File: config.mk
export PLATFORM = sky130hd
export DESIGN_NAME = digital_core
export DESIGN_NICKNAME = d
export VERILOG_FILES = /design/src/logic/dcore_pkg.sv /design/src/logic/adc_retimer.sv /design/src/logic/adc_unfolding.sv /design/src/logic/dcore_apb_regs.sv /design/src/logic/digital_core.sv /design/src/logic/prbs_checker.sv /design/src/logic/slice_comparator.sv
export SDC_FILE = /design/constraint.sdc
export NUM_CORES = 1
export LEC_CHECK = 0
export ABC_AREA = 1
export BUFFER_PORTS_ARGS = -buffer_cell sky130_fd_sc_hd__buf_4
export CORE_MARGIN = 2
export CORE_UTILIZATION = 60
export CTS_CLUSTER_DIAMETER = 150
export DETAILED_ROUTE_END_ITERATION = 10
export PLACE_DENSITY = 0.8
export SYNTH_ARGS = -nofsm -noshare
export SYNTH_HDL_FRONTEND = slang
export SYNTH_SLANG_ARGS = --single-unit
File: constraint.sdc
create_clock -name clk_adc_i -period 8.97 [get_ports clk_adc_i]
set_clock_uncertainty 0.2 [all_clocks]
set_input_delay 0.897 -clock clk_adc_i [delete_from_list [all_inputs] [get_ports clk_adc_i]]
set_output_delay 0.897 -clock clk_adc_i [all_outputs]
set_load 0.1 [all_outputs]
File: src/logic/dcore_pkg.sv
package dcore_pkg;

    // default datapath sizes
    localparam int n_ti_default  = 4;
    localparam int n_adc_default = 7;

    // prbs7, taps at 6 and 7
    localparam int prbs_order = 7;

    // apb word addresses
    typedef enum logic [4:0] {
        REG_CTRL      = 5'h00,
        REG_OFFSET    = 5'h04,
        REG_THRESH    = 5'h08,
        // counters are read only
        REG_ERR_CNT   = 5'h0C,
        REG_TOTAL_CNT = 5'h10
    } reg_addr_e;

    // checker sequencing
    typedef enum logic [1:0] {
        PRBS_IDLE,
        PRBS_SEED,
        PRBS_CHECK
    } prbs_state_e;

endpackage

File: src/logic/adc_retimer.sv
`timescale 1ns/1ps

module adc_retimer #(
    parameter int n_ti  = dcore_pkg::n_ti_default,
    parameter int n_adc = dcore_pkg::n_adc_default
) (
    input  logic                        clk_adc_i,
    input  logic                        arst_n_i,
    input  logic [n_ti-1:0][n_adc-1:0]  data_i,
    input  logic [n_ti-1:0]             sign_i,
    input  logic [n_ti-1:0]             delay_mask_i,
    output logic [n_ti-1:0][n_adc-1:0]  data_o,
    output logic [n_ti-1:0]             sign_o
);

    // first capture and one extra cycle of delay
    logic [n_ti-1:0][n_adc-1:0] data_q;
    logic [n_ti-1:0][n_adc-1:0] data_dly_q;
    logic [n_ti-1:0]            sign_q;
    logic [n_ti-1:0]            sign_dly_q;

    always_ff @(posedge clk_adc_i or negedge arst_n_i) begin
        if (!arst_n_i) begin
            data_q     <= '0;
            data_dly_q <= '0;
            sign_q     <= '0;
            sign_dly_q <= '0;
        end else begin
            data_q     <= data_i;
            data_dly_q <= data_q;
            sign_q     <= sign_i;
            sign_dly_q <= sign_q;
        end
    end

    // early slices take the delayed copy
    for (genvar k = 0; k < n_ti; k++) begin : g_slice
        assign data_o[k] = delay_mask_i[k] ? data_dly_q[k] : data_q[k];
        assign sign_o[k] = delay_mask_i[k] ? sign_dly_q[k] : sign_q[k];
    end

endmodule

File: src/logic/adc_unfolding.sv
`timescale 1ns/1ps

module adc_unfolding #(
    parameter int n_ti  = dcore_pkg::n_ti_default,
    parameter int n_adc = dcore_pkg::n_adc_default
) (
    input  logic                              clk_adc_i,
    input  logic                              arst_n_i,
    input  logic [n_ti-1:0][n_adc-1:0]        data_i,
    input  logic [n_ti-1:0]                   sign_i,
    input  logic signed [n_adc:0]             pfd_offset_i,
    output logic signed [n_ti-1:0][n_adc:0]   value_o
);

    // headroom for magnitude minus a full-range offset
    localparam int wide = n_adc + 3;

    localparam logic signed [wide-1:0] sat_max = (2 ** n_adc) - 1;
    localparam logic signed [wide-1:0] sat_min = -(2 ** n_adc);

    logic signed [wide-1:0]   unfolded [n_ti];
    logic signed [wide-1:0]   diff [n_ti];
    logic [n_ti-1:0][n_adc:0] value_d;

    always_comb begin
        for (int k = 0; k < n_ti; k++) begin
            // sign bit high means a positive code
            unfolded[k] = $signed(wide'(data_i[k]));
            if (!sign_i[k]) begin
                unfolded[k] = -unfolded[k];
            end

            diff[k] = unfolded[k] - wide'(pfd_offset_i);

            // clamp into the signed n_adc+1 range
            if (diff[k] > sat_max) begin
                value_d[k] = sat_max[n_adc:0];
            end else if (diff[k] < sat_min) begin
                value_d[k] = sat_min[n_adc:0];
            end else begin
                value_d[k] = diff[k][n_adc:0];
            end
        end
    end

    always_ff @(posedge clk_adc_i or negedge arst_n_i) begin
        if (!arst_n_i) begin
            value_o <= '0;
        end else begin
            value_o <= value_d;
        end
    end

endmodule

File: src/logic/dcore_apb_regs.sv
`timescale 1ns/1ps

module dcore_apb_regs #(
    parameter int n_ti  = dcore_pkg::n_ti_default,
    parameter int n_adc = dcore_pkg::n_adc_default
) (
    input  logic                   clk_adc_i,
    input  logic                   arst_n_i,
    input  logic [4:0]             paddr_i,
    input  logic                   psel_i,
    input  logic                   penable_i,
    input  logic                   pwrite_i,
    input  logic [31:0]            pwdata_i,
    output logic [31:0]            prdata_o,
    output logic                   pready_o,
    output logic                   pslverr_o,
    input  logic [31:0]            err_cnt_i,
    input  logic [31:0]            total_cnt_i,
    output logic [n_ti-1:0]        delay_mask_o,
    output logic signed [n_adc:0]  pfd_offset_o,
    output logic signed [n_adc:0]  thresh_o,
    output logic                   prbs_en_o,
    output logic                   prbs_inv_o
);

    import dcore_pkg::*;

    // ctrl layout
    localparam int mask_lsb = 8;

    reg_addr_e addr;
    logic      access;
    logic      addr_ok;
    logic      read_only;
    logic      wr_en;

    assign addr   = reg_addr_e'(paddr_i);
    assign access = psel_i & penable_i;

    // address decode and read mux
    always_comb begin
        addr_ok   = 1'b1;
        read_only = 1'b0;
        prdata_o  = '0;
        case (addr)
            REG_CTRL: begin
                prdata_o[0]               = prbs_en_o;
                prdata_o[1]               = prbs_inv_o;
                prdata_o[mask_lsb +: n_ti] = delay_mask_o;
            end
            REG_OFFSET: begin
                prdata_o[n_adc:0] = pfd_offset_o;
            end
            REG_THRESH: begin
                prdata_o[n_adc:0] = thresh_o;
            end
            REG_ERR_CNT: begin
                prdata_o  = err_cnt_i;
                read_only = 1'b1;
            end
            REG_TOTAL_CNT: begin
                prdata_o  = total_cnt_i;
                read_only = 1'b1;
            end
            default: begin
                addr_ok = 1'b0;
            end
        endcase
    end

    // no wait states
    assign pready_o = 1'b1;

    // bad address, or a write to a counter
    assign pslverr_o = access & (~addr_ok | (pwrite_i & read_only));
    assign wr_en     = access & pwrite_i & addr_ok & ~read_only;

    always_ff @(posedge clk_adc_i or negedge arst_n_i) begin
        if (!arst_n_i) begin
            prbs_en_o    <= 1'b0;
            prbs_inv_o   <= 1'b0;
            delay_mask_o <= '0;
            pfd_offset_o <= '0;
            thresh_o     <= '0;
        end else if (wr_en) begin
            case (addr)
                REG_CTRL: begin
                    prbs_en_o    <= pwdata_i[0];
                    prbs_inv_o   <= pwdata_i[1];
                    delay_mask_o <= pwdata_i[mask_lsb +: n_ti];
                end
                REG_OFFSET: begin
                    pfd_offset_o <= $signed(pwdata_i[n_adc:0]);
                end
                REG_THRESH: begin
                    thresh_o <= $signed(pwdata_i[n_adc:0]);
                end
                default: begin
                end
            endcase
        end
    end

endmodule

File: src/logic/digital_core.sv
`timescale 1ns/1ps

module digital_core #(
    parameter int n_ti  = dcore_pkg::n_ti_default,
    parameter int n_adc = dcore_pkg::n_adc_default
) (
    input  logic                        clk_adc_i,
    input  logic                        arst_n_i,
    input  logic [4:0]                  paddr_i,
    input  logic                        psel_i,
    input  logic                        penable_i,
    input  logic                        pwrite_i,
    input  logic [31:0]                 pwdata_i,
    output logic [31:0]                 prdata_o,
    output logic                        pready_o,
    output logic                        pslverr_o,
    input  logic [n_ti-1:0][n_adc-1:0]  adcout_i,
    input  logic [n_ti-1:0]             adcout_sign_i
);

    // register file outputs
    logic [n_ti-1:0]        delay_mask;
    logic signed [n_adc:0]  pfd_offset;
    logic signed [n_adc:0]  thresh;
    logic                   prbs_en;
    logic                   prbs_inv;
    logic [31:0]            err_cnt;
    logic [31:0]            total_cnt;

    // pipeline
    logic [n_ti-1:0][n_adc-1:0]       adcout_retimed;
    logic [n_ti-1:0]                  sign_retimed;
    logic signed [n_ti-1:0][n_adc:0]  adcout_unfolded;
    logic [n_ti-1:0]                  rx_bits;

    dcore_apb_regs #(.n_ti(n_ti), .n_adc(n_adc)) regs_i (
        .clk_adc_i   (clk_adc_i),
        .arst_n_i    (arst_n_i),
        .paddr_i     (paddr_i),
        .psel_i      (psel_i),
        .penable_i   (penable_i),
        .pwrite_i    (pwrite_i),
        .pwdata_i    (pwdata_i),
        .prdata_o    (prdata_o),
        .pready_o    (pready_o),
        .pslverr_o   (pslverr_o),
        .err_cnt_i   (err_cnt),
        .total_cnt_i (total_cnt),
        .delay_mask_o(delay_mask),
        .pfd_offset_o(pfd_offset),
        .thresh_o    (thresh),
        .prbs_en_o   (prbs_en),
        .prbs_inv_o  (prbs_inv)
    );

    adc_retimer #(.n_ti(n_ti), .n_adc(n_adc)) retimer_i (
        .clk_adc_i   (clk_adc_i),
        .arst_n_i    (arst_n_i),
        .data_i      (adcout_i),
        .sign_i      (adcout_sign_i),
        .delay_mask_i(delay_mask),
        .data_o      (adcout_retimed),
        .sign_o      (sign_retimed)
    );

    adc_unfolding #(.n_ti(n_ti), .n_adc(n_adc)) unfold_i (
        .clk_adc_i   (clk_adc_i),
        .arst_n_i    (arst_n_i),
        .data_i      (adcout_retimed),
        .sign_i      (sign_retimed),
        .pfd_offset_i(pfd_offset),
        .value_o     (adcout_unfolded)
    );

    slice_comparator #(.n_ti(n_ti), .n_adc(n_adc)) comp_i (
        .clk_adc_i(clk_adc_i),
        .arst_n_i (arst_n_i),
        .value_i  (adcout_unfolded),
        .thresh_i (thresh),
        .bits_o   (rx_bits)
    );

    prbs_checker #(.n_ti(n_ti)) prbs_checker_i (
        .clk_adc_i  (clk_adc_i),
        .arst_n_i   (arst_n_i),
        .bits_i     (rx_bits),
        .enable_i   (prbs_en),
        .invert_i   (prbs_inv),
        .err_cnt_o  (err_cnt),
        .total_cnt_o(total_cnt)
    );

endmodule

File: src/logic/prbs_checker.sv
`timescale 1ns/1ps

module prbs_checker #(
    parameter int n_ti = dcore_pkg::n_ti_default
) (
    input  logic             clk_adc_i,
    input  logic             arst_n_i,
    input  logic [n_ti-1:0]  bits_i,
    input  logic             enable_i,
    input  logic             invert_i,
    output logic [31:0]      err_cnt_o,
    output logic [31:0]      total_cnt_o
);

    import dcore_pkg::*;

    prbs_state_e                  state_q;
    logic [n_ti-1:0]              rx_bits;
    logic [prbs_order-1:0]        hist_q;
    logic [n_ti+prbs_order-1:0]   stream;
    logic [n_ti-1:0]              err_vec;
    logic [31:0]                  err_sum;

    // optional polarity flip of the whole word
    assign rx_bits = bits_i ^ {n_ti{invert_i}};

    // received history sits below the new word, oldest bit at index 0
    assign stream = {rx_bits, hist_q};

    // each bit should equal the xor of the bits 6 and 7 positions back
    always_comb begin
        err_sum = '0;
        for (int j = 0; j < n_ti; j++) begin
            err_vec[j] = stream[prbs_order + j] ^ stream[j + 1] ^ stream[j];
            err_sum    = err_sum + 32'(err_vec[j]);
        end
    end

    // self-synchronizing, so history follows the received stream
    always_ff @(posedge clk_adc_i) begin
        hist_q <= stream[n_ti +: prbs_order];
    end

    always_ff @(posedge clk_adc_i or negedge arst_n_i) begin
        if (!arst_n_i) begin
            state_q     <= PRBS_IDLE;
            err_cnt_o   <= '0;
            total_cnt_o <= '0;
        end else begin
            case (state_q)
                PRBS_IDLE: begin
                    // new run starts from zero
                    if (enable_i) begin
                        state_q     <= PRBS_SEED;
                        err_cnt_o   <= '0;
                        total_cnt_o <= '0;
                    end
                end
                PRBS_SEED: begin
                    state_q <= enable_i ? PRBS_CHECK : PRBS_IDLE;
                end
                PRBS_CHECK: begin
                    if (!enable_i) begin
                        state_q <= PRBS_IDLE;
                    end else begin
                        err_cnt_o   <= err_cnt_o + err_sum;
                        total_cnt_o <= total_cnt_o + 32'(n_ti);
                    end
                end
                default: begin
                    state_q <= PRBS_IDLE;
                end
            endcase
        end
    end

endmodule

File: src/logic/slice_comparator.sv
`timescale 1ns/1ps

module slice_comparator #(
    parameter int n_ti  = dcore_pkg::n_ti_default,
    parameter int n_adc = dcore_pkg::n_adc_default
) (
    input  logic                             clk_adc_i,
    input  logic                             arst_n_i,
    input  logic signed [n_ti-1:0][n_adc:0]  value_i,
    input  logic signed [n_adc:0]            thresh_i,
    output logic [n_ti-1:0]                  bits_o
);

    logic [n_ti-1:0] bits_d;

    // strictly above threshold decides a one
    always_comb begin
        for (int k = 0; k < n_ti; k++) begin
            bits_d[k] = $signed(value_i[k]) > thresh_i;
        end
    end

    always_ff @(posedge clk_adc_i or negedge arst_n_i) begin
        if (!arst_n_i) begin
            bits_o <= '0;
        end else begin
            bits_o <= bits_d;
        end
    end

endmodule

### Word-level counts from Yosys, hierarchy flattened

Cells that the tools add are included.

| storage, ports and cells | value |
|---|---|
| logic and storage cells | 121 |
| bits of input ports | 74 |
| bits in registers | 195 |
| output and inout bits | 34 |

| operators by class | value |
|---|---|
| mux-type cells | 35 |
| reduce and logical (&&, ||, !) cells | 10 |
| eq/ne operators | 9 |
| bitwise gates (word level) | 18 |
| magnitude comparators | 12 |
| add/sub/neg operators | 13 |

Operators with widths:

| cell | count |
|---|---|
| 32-bit case mux with 2 select lines | 2 |
| 32-bit two-way mux | 3 |
| 32-bit by 1-bit adder with 32-bit output | 2 |
| 8-bit two-way mux | 8 |
| 10-bit by 8-bit greater-than comparator with 1-bit output (second input constant) | 4 |
| 10-bit by 8-bit < comparator with 1-bit output (second input constant) | 4 |
| 10-bit two-way mux | 4 |
| 7-bit negation with 10-bit output | 4 |
| 20-bit case mux with 2 select lines | 1 |
| 10-bit by 8-bit subtractor with 10-bit output | 4 |
| 32-bit by 3-bit adder with 32-bit output (second input constant) | 1 |
| 32-bit adder | 1 |
| 8-bit greater-than comparator | 4 |
| 7-bit two-way mux | 4 |
| 6-bit case mux with 4 select lines | 1 |
| 4-bit case mux with 3 select lines | 1 |
| 5-bit by 4-bit == test with 1-bit output (second input constant) | 2 |
| 2-bit case mux with 5 select lines | 1 |
| 2-bit AND reduction | 4 |
| 1-bit bitwise XOR | 8 |
| 1-bit AND | 6 |
| 1-bit two-way mux | 6 |
| 2-bit two-way mux | 3 |
| 2-bit != test (second input constant) | 3 |
| 15 further kinds | 16 |

### Depth between registers and ports, before layout

Gate-level depths: netlist of the first run.

| depth | value |
|---|---|
| depth after elaboration | 9 |
| gate-level depth with buffers | 22 |

### By module

From an unflattened synthesis of the first run, not the netlist that was laid out.

| second synthesis, totals | value |
|---|---|
| cell total of the unflattened synthesis | 1788 |
| area, all modules | 12637.1 µm² |

Modules (own cells, without submodules):

| module | instances | sequential area each (µm²) | area an instance (µm²) | cells each |
|---|---|---|---|---|
| prbs_checker | 1 | 1741.7 | 4159.0 | 608 |
| adc_unfolding | 1 | 800.8 | 3908.7 | 615 |
| adc_retimer | 1 | 1601.5 | 2021.9 | 168 |
| dcore_apb_regs | 1 | 550.5 | 1624.1 | 260 |
| slice_comparator | 1 | 100.1 | 923.4 | 137 |

### Worst setup path after synthesis of the first run

OpenSTA, ideal clock, no wires.

| timing path | value |
|---|---|
| kind | in2out |
| start point | input paddr_i[1] |
| end point | output prdata_o[29] |
| path slack | 4.205 ns |
| stages on the path | 6 |
| data arrival time | 3.668 ns |
| buffers on the path | 1 |
| path through | nor2_4 > nand2_2 > nor3_2 > inv_1 > clkbuf_1 > o21ai_0 |

| on the way | value |
|---|---|
| word-level cells in the longest chain between the ends | 2 |

RTL lines:

| what | line | source |
|---|---|---|
| start, declared | digital_core.sv:9 | `input logic [4:0] paddr_i,` |
| 5-bit == test / 5-bit by 4-bit == test with 1-bit output (equally long branches) | dcore_apb_regs.sv:45 | `case (addr)` |
| 20-bit case mux with 2 select lines * | dcore_apb_regs.sv:45 |  |
| end, declared | digital_core.sv:14 | `output logic [31:0] prdata_o,` |

Mark *: on every way between the ends. The rest lies on a longest branch, timed or not.

### Worst setup path in the final report of the first run

| timing path | value |
|---|---|
| start point | input paddr_i[1] |
| end point | output prdata_o[3] |

| on the way | value |
|---|---|
| word-level cells in the longest chain between the ends | 2 |

RTL lines:

| what | line |
|---|---|
| 5-bit == test, or another cell as far along | dcore_apb_regs.sv:45 |
| 6-bit case mux with 4 select lines * | dcore_apb_regs.sv:45 |

Marked as above.

==> results of run 1 <==
-- placed cells by master, fill, tap and decap left out, types with 7 or more instances in the layout --
cell       count
nand2_1      445
inv_1        241
dfrtp_1      186
nor2_1       123
buf_4         87
nand3_1       83
ha_1          78
o21ai_0       76
a21oi_1       75
xor2_1        34
nand4_1       30
nor3_1        30
o22ai_1       25
xnor2_1       21
clkbuf_16     17
o21ai_2       14
o21ai_1       11
nand2_2       10
or2_2          8
dfxtp_1        7
-- registers in the layout, indices dropped and copies added (netlist names) --
| register | cells |
|---|---|
| regs_i.delay_mask_o | 4 |
| regs_i.prbs_inv_o | 1 |
| regs_i.thresh_o | 8 |
| comp_i.bits_o | 4 |
| prbs_checker_i.state_q | 2 |
| retimer_i.data_q | 28 |
| unfold_i.value_o | 32 |
| retimer_i.data_dly_q | 28 |
| retimer_i.sign_q | 4 |
| prbs_checker_i.hist_q | 7 |
| prbs_checker_i.err_cnt_o | 32 |
| regs_i.prbs_en_o | 1 |
| regs_i.pfd_offset_o | 8 |
| retimer_i.sign_dly_q | 4 |
| prbs_checker_i.total_cnt_o | 30 |
-- through the flow --
step | hold WS, ns | total power, µW | util [%] | instances
floorplan | 0.110 | 1310 | - | 1615
CTS | 0.131 | 2220 | 67.9 | 1978
global route | 0.147 | 2320 | 67.9 | 1978
finish | 0.129 | 2210 | 67.9 | 1978
global placement | 0.112 | 1410 | 64.9 | 1946
detailed placement | 0.114 | 1440 | 64.9 | 1946
-- cell type report --
| class | instances | area [µm²] |
|---|---|---|
| clock buffers | 17 | 425 |
| clock inverters | 15 | 174 |
| fillers | 1648 | 6470 |
| inverters | 250 | 948 |
| multi-input cells | 1145 | 6350 |
| flip-flops and latches | 193 | 4790 |
| well taps | 270 | 338 |
| repair buffers | 88 | 667 |
-- report_power, final --
part / switching (µW) / leakage [µW] / internal (µW) / total [µW]
Clock: 355 / 0.000292 / 420 / 775
Sequential: 29.1 / 0.00240 / 929 / 958
Combinational: 283 / 0.00417 / 191 / 474
Total: 667 / 0.00687 / 1540 / 2210
-- critical path: stages --
cell	delay [ns]
buf_4	0.12
nor2_4	0.18
nand2_2	0.08
nor3_2	0.66
inv_1	0.56
o21ai_0	0.53
buf_4	0.38
-- kinds of logic after synthesis --
family	count (synthesis)	share of synthesized area (%)
flip-flops	193	39.1
AO/OA/AOI/OAI	241	11.6
buffers and inverters	277	9.20
XOR/XNOR	55	3.93
adder cells (fa/ha/maj)	84	8.93
other	1	0.0306
AND/OR/NAND/NOR	764	27.2
-- path summary, 6_finish.rpt --
check	startpoint	to	slack [ns]	cells after the start
min	prbs_checker_i.hist_q[5]$_DFF_P_	prbs_checker_i.hist_q[1]$_DFF_P_	0.13	0
max reg2reg	regs_i.prbs_inv_o$_DFFE_PN0P_	prbs_checker_i.err_cnt_o[20]$_DFFE_PN0P_	5.10	15
max in group asynchronous	arst_n_i	retimer_i.data_dly_q[14]$_DFF_PN0_	6.75	2
min in group asynchronous	arst_n_i	retimer_i.data_q[13]$_DFF_PN0_	0.33	1
max	paddr_i[1]	prdata_o[3]	4.45	7
min reg2reg	prbs_checker_i.hist_q[5]$_DFF_P_	prbs_checker_i.hist_q[1]$_DFF_P_	0.13	0
-- layer usage --
| metal | share of wire [%] | vias to the layer above |
|---|---|---|
| met5 | 0 | - |
| met4 | 2.7 | 0 |
| met3 | 7.3 | 68 |
| met2 | 46 | 414 |
| met1 | 44 | 4978 |
| li1 | - | 5367 |
==> summary.txt, run 1 <==
Worst setup path
  – Worst setup SP type: input pin
  – Worst Setup End Kind: output port
  – Critical path arrival: ~3.4 ns
  – Worst-path fanout max: 22
  – Worst EP required: approximately 7.9 ns
  – Crit Path Class: in -> out

Timing
  – Post-route setup slack: 4.45 ns
  – Final worst-path cycle share: between 50% and 60%
  – Slew headroom: approximately 25%
  – Final setup viols: 0
  – Max Slew Vio Count: 0
  – Highest clock rate: about 0.22 GHz
  – Measured slew at the worst slew-check pin: ~1.1 ns
  – RSZ-0062 raised after global routing: no
  – TNS Setup: 0 ns
  – Final Hold Vio Count: 0
  – Crit path time final: about 4.5 ns

Final layout
  – Final Cell Area: around 0.014 mm²
  – Ratio of cells with drive above 1 in the final layout: between 10% and 20%
  – Layout area overhead: 11.6%
  – # nets final: 1,853
  – ANT cells: 0

Pwr
  – Leak: just under 0.007 µW
  – Power Density: between 150 and 200 mW/mm²
  – Worst vdd ir: roughly 0.13 mV

Floorplanning
  – Horiz. Die Dim: around 150 µm
  – Number of cell rows: between 50 and 60
  – Starting Density: approximately three fifths
  – Die Area: 0.0216 mm²
  – Top-level I/O count: roughly 110
  – CORE AREA: roughly 0.020 mm²
  – Die height: approximately 150 µm

Clock network
  – Clk buf depth: 2
  – H-tree levels: 4
  – Root Driver: clkbuf_16
  – CTS tree: built
  – Resized cells post-CTS: 0
  – Clk sinks: around 190
  – TritonCTS buffer count: 17
  – Clock latency on the worst-skew pair: about 0.44 ns
  – CTS clk-pin slew, worst paths: about 0.07 ns
  – Post-CTS setup buffer count: 0
  – Number of hold buffers added after cts: 0

GRT
  – Global route total overflow: 0
  – M1 GR Usage: between 30% and 40%
  – Vias in the first global route: 10.2k
  – Largest net degree at the start of global routing: ~110
  – Met3 Usage GRT: just under 5%
  – GRT met2 Usage: between 40% and 50%
  – GRT Max-Usage Layer: met2
  – First-pass GRT wire length: roughly 48,000 µm
  – Initial antenna violation count: 0
  – Overall global routing resource usage: roughly 28%

Yosys
  – Commonest cells post-synth: 445 x nand2_1, 241 x inv_1, 186 x dfrtp_1
  – Netlist cell types: 56
  – Synthesized flop and latch total: 193
  – Synthesized instance count: approximately 1.6k
  – Mapped cell area: approximately 0.012 mm²
  – Synth area leaders: dfrtp_1 38%, nand2_1 14%, ha_1 8.0%, inv_1 7.4%, nor2_1 3.8%
  – Top-count cell post-synth: nand2_1
  – Synth async-reset ratio: a little over nine tenths
  – Yosys top cell area share: a little under two fifths
  – Syn Area/Cell: between 7 and 8 µm²
  – Yosys warning count: 0
  – Post-synth EDFFs: 0
  – Area leader, netlist: dfrtp_1
  – Commonest register cell after synthesis: dfrtp_1
  – Post-synth net total: between 1.5k and 2k
  – Register area share after synthesis: approximately two fifths

Routing
  – Final wirelength: just under 30,000 µm
  – First-pass iteration count of the detailed router: 6
  – # DRC: 0
  – Avg WL per Cell: between 10 and 15 µm
  – Initial DRC count: 847
  – Vias: approximately 11k
  – Vias/cell: roughly 5.5
  – Post-route ant nets: 0

Placed design
  – Final GP Congestion: 0.903
  – Placed Area: roughly 0.013 mm²
  – Input/output buffers: 86
  – Hpwl dp: between 20,000 and 25,000 µm
  – DP Worst Slack: approximately 4.6 ns

Status
  – Run status: finished, final reports clean

Worst hold path
  – Worst min path class: reg -> reg

Flow run
  – Max-Cap Viols: 0
Note: power is estimated with default switching activity, not from simulation.
==> run 2, diff against run 1 <==
Settings changed: CORE_UTILIZATION 60 to 55, PLACE_DENSITY 0.8 to 0.77.
Clock period 8.97 ns to 4.1 ns, I/O delays scaled along.
==> run 2 against run 1 <==
Compared with the run above:
- sequential power grew 120%
- utilization is 3.8 points lower
- clock power grew 100%
- via count is 0.51% lower
- global-route usage is 2.1 points lower
==> summary.txt, run 2 (synthesis gave the netlist of run 1 again) <==
Floorplanning
  – Number of cell rows: 54 (+3.8%)
  – CORE AREA: 0.0219 mm² (+8.5%)
  – Top-level I/O count: 108 (unchanged)
  – Starting Density: 56.1% (-4.8 points)
  – Horiz. Die Dim: 153 µm (+4.3%)
  – Die height: 153 µm (+4.3%)
  – Die Area: 0.0235 mm² (+8.8%)

Routing
  – # DRC: 0 (unchanged)
  – First-pass iteration count of the detailed router: 5 (-1)
  – Final wirelength: 29,500 µm (about the same)
  – Avg WL per Cell: 14.5 µm (-2.3%)
  – Initial DRC count: 872 (+3.0%)
  – Vias/cell: 5.32 (-2.8%)
  – Vias: 10.8k (-0.51%)
  – Post-route ant nets: 0 (unchanged)

Timing
  – RSZ-0062 raised after global routing: no
  – Hold_ws: 0.0135 ns (-0.115 ns)
  – Max Slew Vio Count: 0 (unchanged)
  – TNS Setup: 0 ns (unchanged)
  – Slew headroom: 30.6% (+5.6 points)
  – Crit path time final: between 3 and 4 ns
  – Post-route setup slack: 0.412 ns (-4.04 ns)
  – Measured slew at the worst slew-check pin: 1.04 ns (-0.0844 ns)
  – Highest clock rate: between 0.2 and 0.3 GHz
  – Final worst-path cycle share: 90.0%
  – Final Hold Vio Count: 0 (unchanged)
  – Final setup viols: 0 (unchanged)

Placed design
  – DP Worst Slack: 0.458 ns (-4.14 ns)
  – Input/output buffers: 86 (unchanged)
  – Dpl cells: 1,960 (+0.72%)
  – Final GP Congestion: 0.898 (-0.53%)
  – Hpwl dp: 21,800 µm (-0.90%)

Clock network
  – Clk buf depth: 2 (unchanged)
  – H-tree levels: 4 (unchanged)
  – CTS clk-pin slew, worst paths: 0.07 ns (about the same)
  – Number of hold buffers added after cts: 33 (+33)
  – Clk sinks: 193 (unchanged)
  – Post-CTS setup buffer count: 0 (unchanged)
  – CTS tree: built
  – Root Driver: clkbuf_16
  – Resized cells post-CTS: 0 (unchanged)
  – TritonCTS buffer count: 17 (unchanged)
  – Clock latency on the worst-skew pair: 0.44 ns (about the same)

Final layout
  – Most common cell after layout, fill and taps aside: nand2_1
  – Non-filler cells, final: 2,025 (+2.4%)
  – Layout area overhead: 14.4%
  – Most frequent cells in the layout: 445 x nand2_1, 241 x inv_1, 186 x dfrtp_1
  – Multi-input logic area: 0.00635 mm² (unchanged)
  – Final design utilization: 64.1% (-3.8 points)
  – Ratio of cells with drive above 1 in the final layout: 11.3% (about the same)
  – # nets final: 1,890 (+2.0%)
  – Sequential cell area: 0.00479 mm² (unchanged)
  – ANT cells: 0 (unchanged)
  – Filler cells: 1,910 (+16%)
  – Largest registers: prbs_checker_i.err_cnt_o (32), unfold_i.value_o (32), prbs_checker_i.total_cnt_o (30)

Worst setup path
  – Worst setup SP type: register
  – CP cell instances: xor2_1 > xnor2_1 > ha_1 > fa_1 > ha_1 > fa_1 > nand2_1 > a21oi_2 > nand3_2 > nor2_1 > nand2_1 > nor2_1 > nand3_1 > nand2_1 > nand2_1 > nor2_1
  – Worst path most repeated cell: nand2_1
  – Worst Setup End Kind: register
  – CP Buf/Inv Count: 0 (-3)
  – Slowest Stage Delay on Critical Path: 0.52 ns (-0.14 ns)
  – Critical path arrival: 3.86 ns (+0.44 ns)
  – Crit Path Class: reg -> reg
  – Worst r2r src: regs_i.prbs_inv_o$_DFFE_PN0P_
  – Worst EP required: 4.27 ns (-3.60 ns)
  – R2R depth: 16 (+1)
  – CP top delay family: adder cells
  – Worst-path cell with the longest stage delay: fa_1
  – Worst-path fanout max: 6 (-73%)
  – Cell depth of the worst setup path: 16 (+9)
  – Crit path from: regs_i.prbs_inv_o$_DFFE_PN0P_

GRT
  – First-pass GRT wire length: 48,700 µm (+2.0%)
  – Overall global routing resource usage: 25.5% (-2.1 points)
  – Vias in the first global route: 10.2k (+0.68%)
  – Largest net degree at the start of global routing: 115 (+9.5%)
  – Initial antenna violation count: 0 (unchanged)
  – Global route total overflow: 0 (unchanged)

Pwr
  – Internal: 3250 µW (+110%)
  – Gate power share: 22.0% (+0.5 points)
  – Switch Pwr: 1450 µW (+120%)
  – Leak: 0.00700 µW (+2.0%)
  – Switching share of power: 30.8% (+0.57 points)
  – Power Density: 335 mW/mm² (+110%)
  – Reg power frac: 44.4% (+1.0 points)
  – Clock share of power: 33.5% (-1.6 points)
  – Worst vdd ir: 0.213 mV (+59%)

Flow run
  – Max-Cap Viols: 0 (unchanged)

Worst hold path
  – Hold Crit Start: pwdata_i[10]
  – Worst min path class: in -> reg
  – Hold depth: 3 (+3)

Status
  – Run status: finished, final reports clean
run 2: worst paths after layout:
path	end	slack (ns)
max in group asynchronous	prbs_checker_i.total_cnt_o[25]$_DFFE_PN0P_	2.39
hold / removal	regs_i.delay_mask_o[2]$_DFFE_PN0P_	0.01
setup / recovery	prbs_checker_i.err_cnt_o[18]$_DFFE_PN0P_	0.41
setup reg to reg	prbs_checker_i.err_cnt_o[18]$_DFFE_PN0P_	0.41
hold reg to reg	prbs_checker_i.hist_q[2]$_DFF_P_	0.13
min in group asynchronous	retimer_i.data_dly_q[13]$_DFF_PN0_	0.42
run 2: stage by stage:
| step | power, µW | area (µm²) |
|---|---|---|
| after floorplan | 2860 | 12300 |
| after global placement | 3080 | 13200 |
| after detailed placement | 3120 | 13200 |
| after CTS | 4720 | 14000 |
| after global routing | 4970 | 14000 |
| final | 4700 | 14000 |
run 2: layout make-up:
type	count	share of cell area, %
multi-input combinational	1145	45.2
sequential	193	34.2
timing repair buffer	125	7.41
inverter	250	6.76
clock buffer	17	3.03
tap	280	2.50
clock inverter	15	0.892
run 2: power by group through the flow:
stage	clock, µW	combinational [µW]	sequential (µW)
3_3_place_gp	0	958	2120
4_1_cts	1600	1030	2090
2_1_floorplan	0	756	2110
5_1_grt	1680	1200	2100
6_report	1580	1040	2090
3_5_place_dp	0	997	2130
run 2: metal layers:
metal	up-vias	track usage [%]	share of wire (%)	routed length (µm)
met5	-	0	0	0
met4	0	8.30	2.5	729
li1	5421	-	-	-
met2	350	41.3	45	13400
met1	4947	35.3	46	13500
met3	54	4.17	6.2	1820
run 2: worst reg2reg max path, delay by kind of cell (launching register included):
kind                       cells  cell delay [ns]
adders and majority gates      4             1.26
and+or+nand+nor                9             1.04
AOI/OAI and AO/OA              1             0.24
DFF                            1             0.47
xor gates and xnor gates       2             0.42
==> run 3, diff against run 2 <==
Settings changed: CORE_UTILIZATION 55 to 60, PLACE_DENSITY 0.77 to 0.8.
Clock period 4.1 ns to 4.2 ns, I/O delays scaled along.
==> run 3 against run 2 <==
Compared with the run above:
- flip-flop and latch count unchanged
- utilization up 5.4 points
- worst hold slack better by 0.0066 ns
- first-iteration DRC count up 14%
- count of clock-buffer cells in the layout up 1
- final cell count down 0.59%
- sequential power down 2%
- die area down 8.1%
- total power down 2.2%
- clock power down 3%
==> summary.txt, run 3 (synthesis gave the netlist of run 1 again) <==
Status
  – Run status: finished, final reports clean

GRT
  – Largest net degree at the start of global routing: 115 (unchanged)
  – Overall global routing resource usage: 27.9% (+2.4 points)
  – Global route total overflow: 0 (unchanged)
  – Initial antenna violation count: 0 (unchanged)
  – Vias in the first global route: 10.2k (-0.039%)
  – First-pass GRT wire length: 48,300 µm (-0.86%)

Routing
  – Post-route ant nets: 0 (unchanged)
  – # DRC: 0 (unchanged)
  – Avg WL per Cell: 14.7 µm (+1.0%)
  – Final wirelength: 29,600 µm (+0.44%)
  – Initial DRC count: 998 (+14%)
  – First-pass iteration count of the detailed router: 6 (+1)
  – Vias: 10.9k (+1.0%)
  – Vias/cell: 5.41 (+1.7%)

Pwr
  – Power consumption: 4600 µW (-2.2%)
  – Switch Pwr: 1400 µW (-3.1%)
  – Gate power share: 22.1% (about the same)
  – Clock share of power: 33.5% (about the same)
  – Leak: 0.00700 µW (about the same)
  – Reg power frac: 44.4% (about the same)
  – Internal: 3200 µW (-1.7%)
  – Worst vdd ir: 0.279 mV (+31%)
  – Switching share of power: 30.5% (-0.31 points)
  – Power Density: 328 mW/mm² (-2.0%)

Final layout
  – Most common cell after layout, fill and taps aside: nand2_1
  – Non-filler cells, final: 2,013 (-0.59%)
  – ANT cells: 0 (unchanged)
  – Largest registers: prbs_checker_i.err_cnt_o (32), unfold_i.value_o (32), prbs_checker_i.total_cnt_o (30)
  – Most frequent cells in the layout: 445 x nand2_1, 241 x inv_1, 186 x dfrtp_1
  – Ratio of cells with drive above 1 in the final layout: 11.2% (-0.10 points)
  – # nets final: 1,888 (-0.11%)
  – Layout area overhead: 14.2%

Clock network
  – Clock latency on the worst-skew pair: 0.44 ns (about the same)
  – Post-CTS setup buffer count: 0 (unchanged)
  – H-tree levels: 4 (unchanged)
  – CTS tree: built
  – TritonCTS buffer count: 17 (unchanged)
  – Root Driver: clkbuf_16
  – Clk sinks: 193 (unchanged)
  – Clk buf depth: 2 (unchanged)
  – CTS clk-pin slew, worst paths: 0.08 ns (about the same)

Worst setup path
  – CP cell instances: xor2_1 > xnor2_1 > ha_1 > fa_1 > ha_1 > fa_1 > nand2_1 > a21oi_2 > nand3_2 > nor2_1 > nand2_1 > nor2_1 > nand3_1 > nand2_1 > nand2_1 > nor2_1
  – Worst setup SP type: register
  – Crit path from: regs_i.prbs_inv_o$_DFFE_PN0P_
  – Slowest Stage Delay on Critical Path: 0.51 ns (about the same)
  – R2R Path End: prbs_checker_i.err_cnt_o[18]$_DFFE_PN0P_
  – Critical path arrival: 3.81 ns (-0.05 ns)
  – FF-to-FF setup slack: 0.57 ns (+0.16 ns)
  – Worst EP required: 4.38 ns (+0.11 ns)
  – Worst r2r src: regs_i.prbs_inv_o$_DFFE_PN0P_
  – Worst path most repeated cell: nand2_1
  – Crit Path Class: reg -> reg
  – Cell depth of the worst setup path: 16 (unchanged)
  – R2R depth: 16 (unchanged)
  – Worst-path fanout max: 6 (unchanged)
  – CP Buf/Inv Count: 0 (unchanged)
  – Worst-path cell with the longest stage delay: fa_1
  – CP top delay family: adder cells
  – End point of the critical path: prbs_checker_i.err_cnt_o[18]$_DFFE_PN0P_
  – Worst Setup End Kind: register

Timing
  – Slew headroom: 26.8% (-3.8 points)
  – Hold_ws: 0.0201 ns (+0.00660 ns)
  – Max Slew Vio Count: 0 (unchanged)
  – Highest clock rate: 0.276 GHz (+1.6%)
  – Measured slew at the worst slew-check pin: 1.10 ns (+0.0563 ns)
  – Final setup viols: 0 (unchanged)
  – Crit path time final: 3.63 ns (-0.0588 ns)
  – Final worst-path cycle share: 86.4% (-3.5 points)
  – TNS Setup: 0 ns (unchanged)
  – Final Hold Vio Count: 0 (unchanged)
  – RSZ-0062 raised after global routing: no

Worst hold path
  – Worst min path class: in -> reg
  – Hold Crit Start: pwdata_i[11]

Floorplanning
  – CORE AREA: 0.0202 mm² (-7.9%)
  – Horiz. Die Dim: 147 µm (-4.1%)
  – Die Area: 0.0216 mm² (-8.1%)
  – Top-level I/O count: 108 (unchanged)
  – Starting Density: 60.8% (+4.8 points)
  – Number of cell rows: 52 (-3.7%)
  – Die height: 147 µm (-4.1%)

Placed design
  – Input/output buffers: 86 (unchanged)
  – Dpl cells: 1,948 (-0.61%)
  – Hpwl dp: 21,900 µm (+0.45%)
  – Final GP Congestion: 0.943 (+5.1%)

Flow run
  – Max-Cap Viols: 0 (unchanged)
[run 3: changes by cell type in the layout (fill, tap and decap cells not counted), sizes merged]
cell | before | now
clkbuf | 18 | 19
clkinvlp | 3 | 2
buf | 91 | 89
clkinv | 7 | 5
inv | 255 | 257
[run 3: what timing repair did]
| action | CTS | global route |
|---|---|---|
| hold buffers | 33 | 0 |
| hold endpoints to repair | 145 | 0 |
| resized for setup | 0 | 0 |
[run 3: stage by stage]
stage / util (%) / setup slack, ns / area [µm²]
detailed placement: 65.1 / 0.598 / 13100
finish: 69.5 / 0.571 / 14000
floorplan: - / 0.389 / 12300
global route: 69.5 / 0.268 / 14000
CTS: 69.5 / 0.580 / 14000
global placement: 65.1 / 0.703 / 13100
[run 3: area by class of cell]
| class | instances | area, µm² |
|---|---|---|
| clock buffer | 18 | 439 |
| clock inverter | 14 | 118 |
| fill | 1672 | 6160 |
| inverter | 250 | 948 |
| multi-input combinational | 1145 | 6350 |
| sequential | 193 | 4790 |
| tap | 270 | 338 |
| timing repair buffer | 123 | 1020 |
[run 3: worst min-delay path: stages]
cell and delay, ns:
buf_4 0.08, nor2_1 0.04, a21oi_2 0.08
[run 3: how the worst min path moves through the flow]
stage,cells after the start,end,slack (ns)
after floorplan,0,comp_i.bits_o[0]$_DFF_PN0_,-0.08
after global placement,0,prbs_checker_i.hist_q[2]$_DFF_P_,0.11
after detailed placement,0,prbs_checker_i.hist_q[1]$_DFF_P_,0.11
after CTS,3,regs_i.delay_mask_o[3]$_DFFE_PN0P_,0.007
after global routing,3,regs_i.delay_mask_o[0]$_DFFE_PN0P_,0.02
final,3,regs_i.delay_mask_o[3]$_DFFE_PN0P_,0.02
[run 3: power by group through the flow]
stage,clock network [µW],registers [µW],logic (µW)
floorplan,0,2060,738
global placement,0,2070,945
detailed placement,0,2080,977
CTS,1570,2040,1010
global route,1640,2050,1160
finish,1540,2040,1020
[run 3: metal layers]
metal,global-route usage (%),share of wire [%]
met5,0,0
met4,9.33,2.5
met3,5.22,7.3
met2,44.6,46
met1,38.8,44
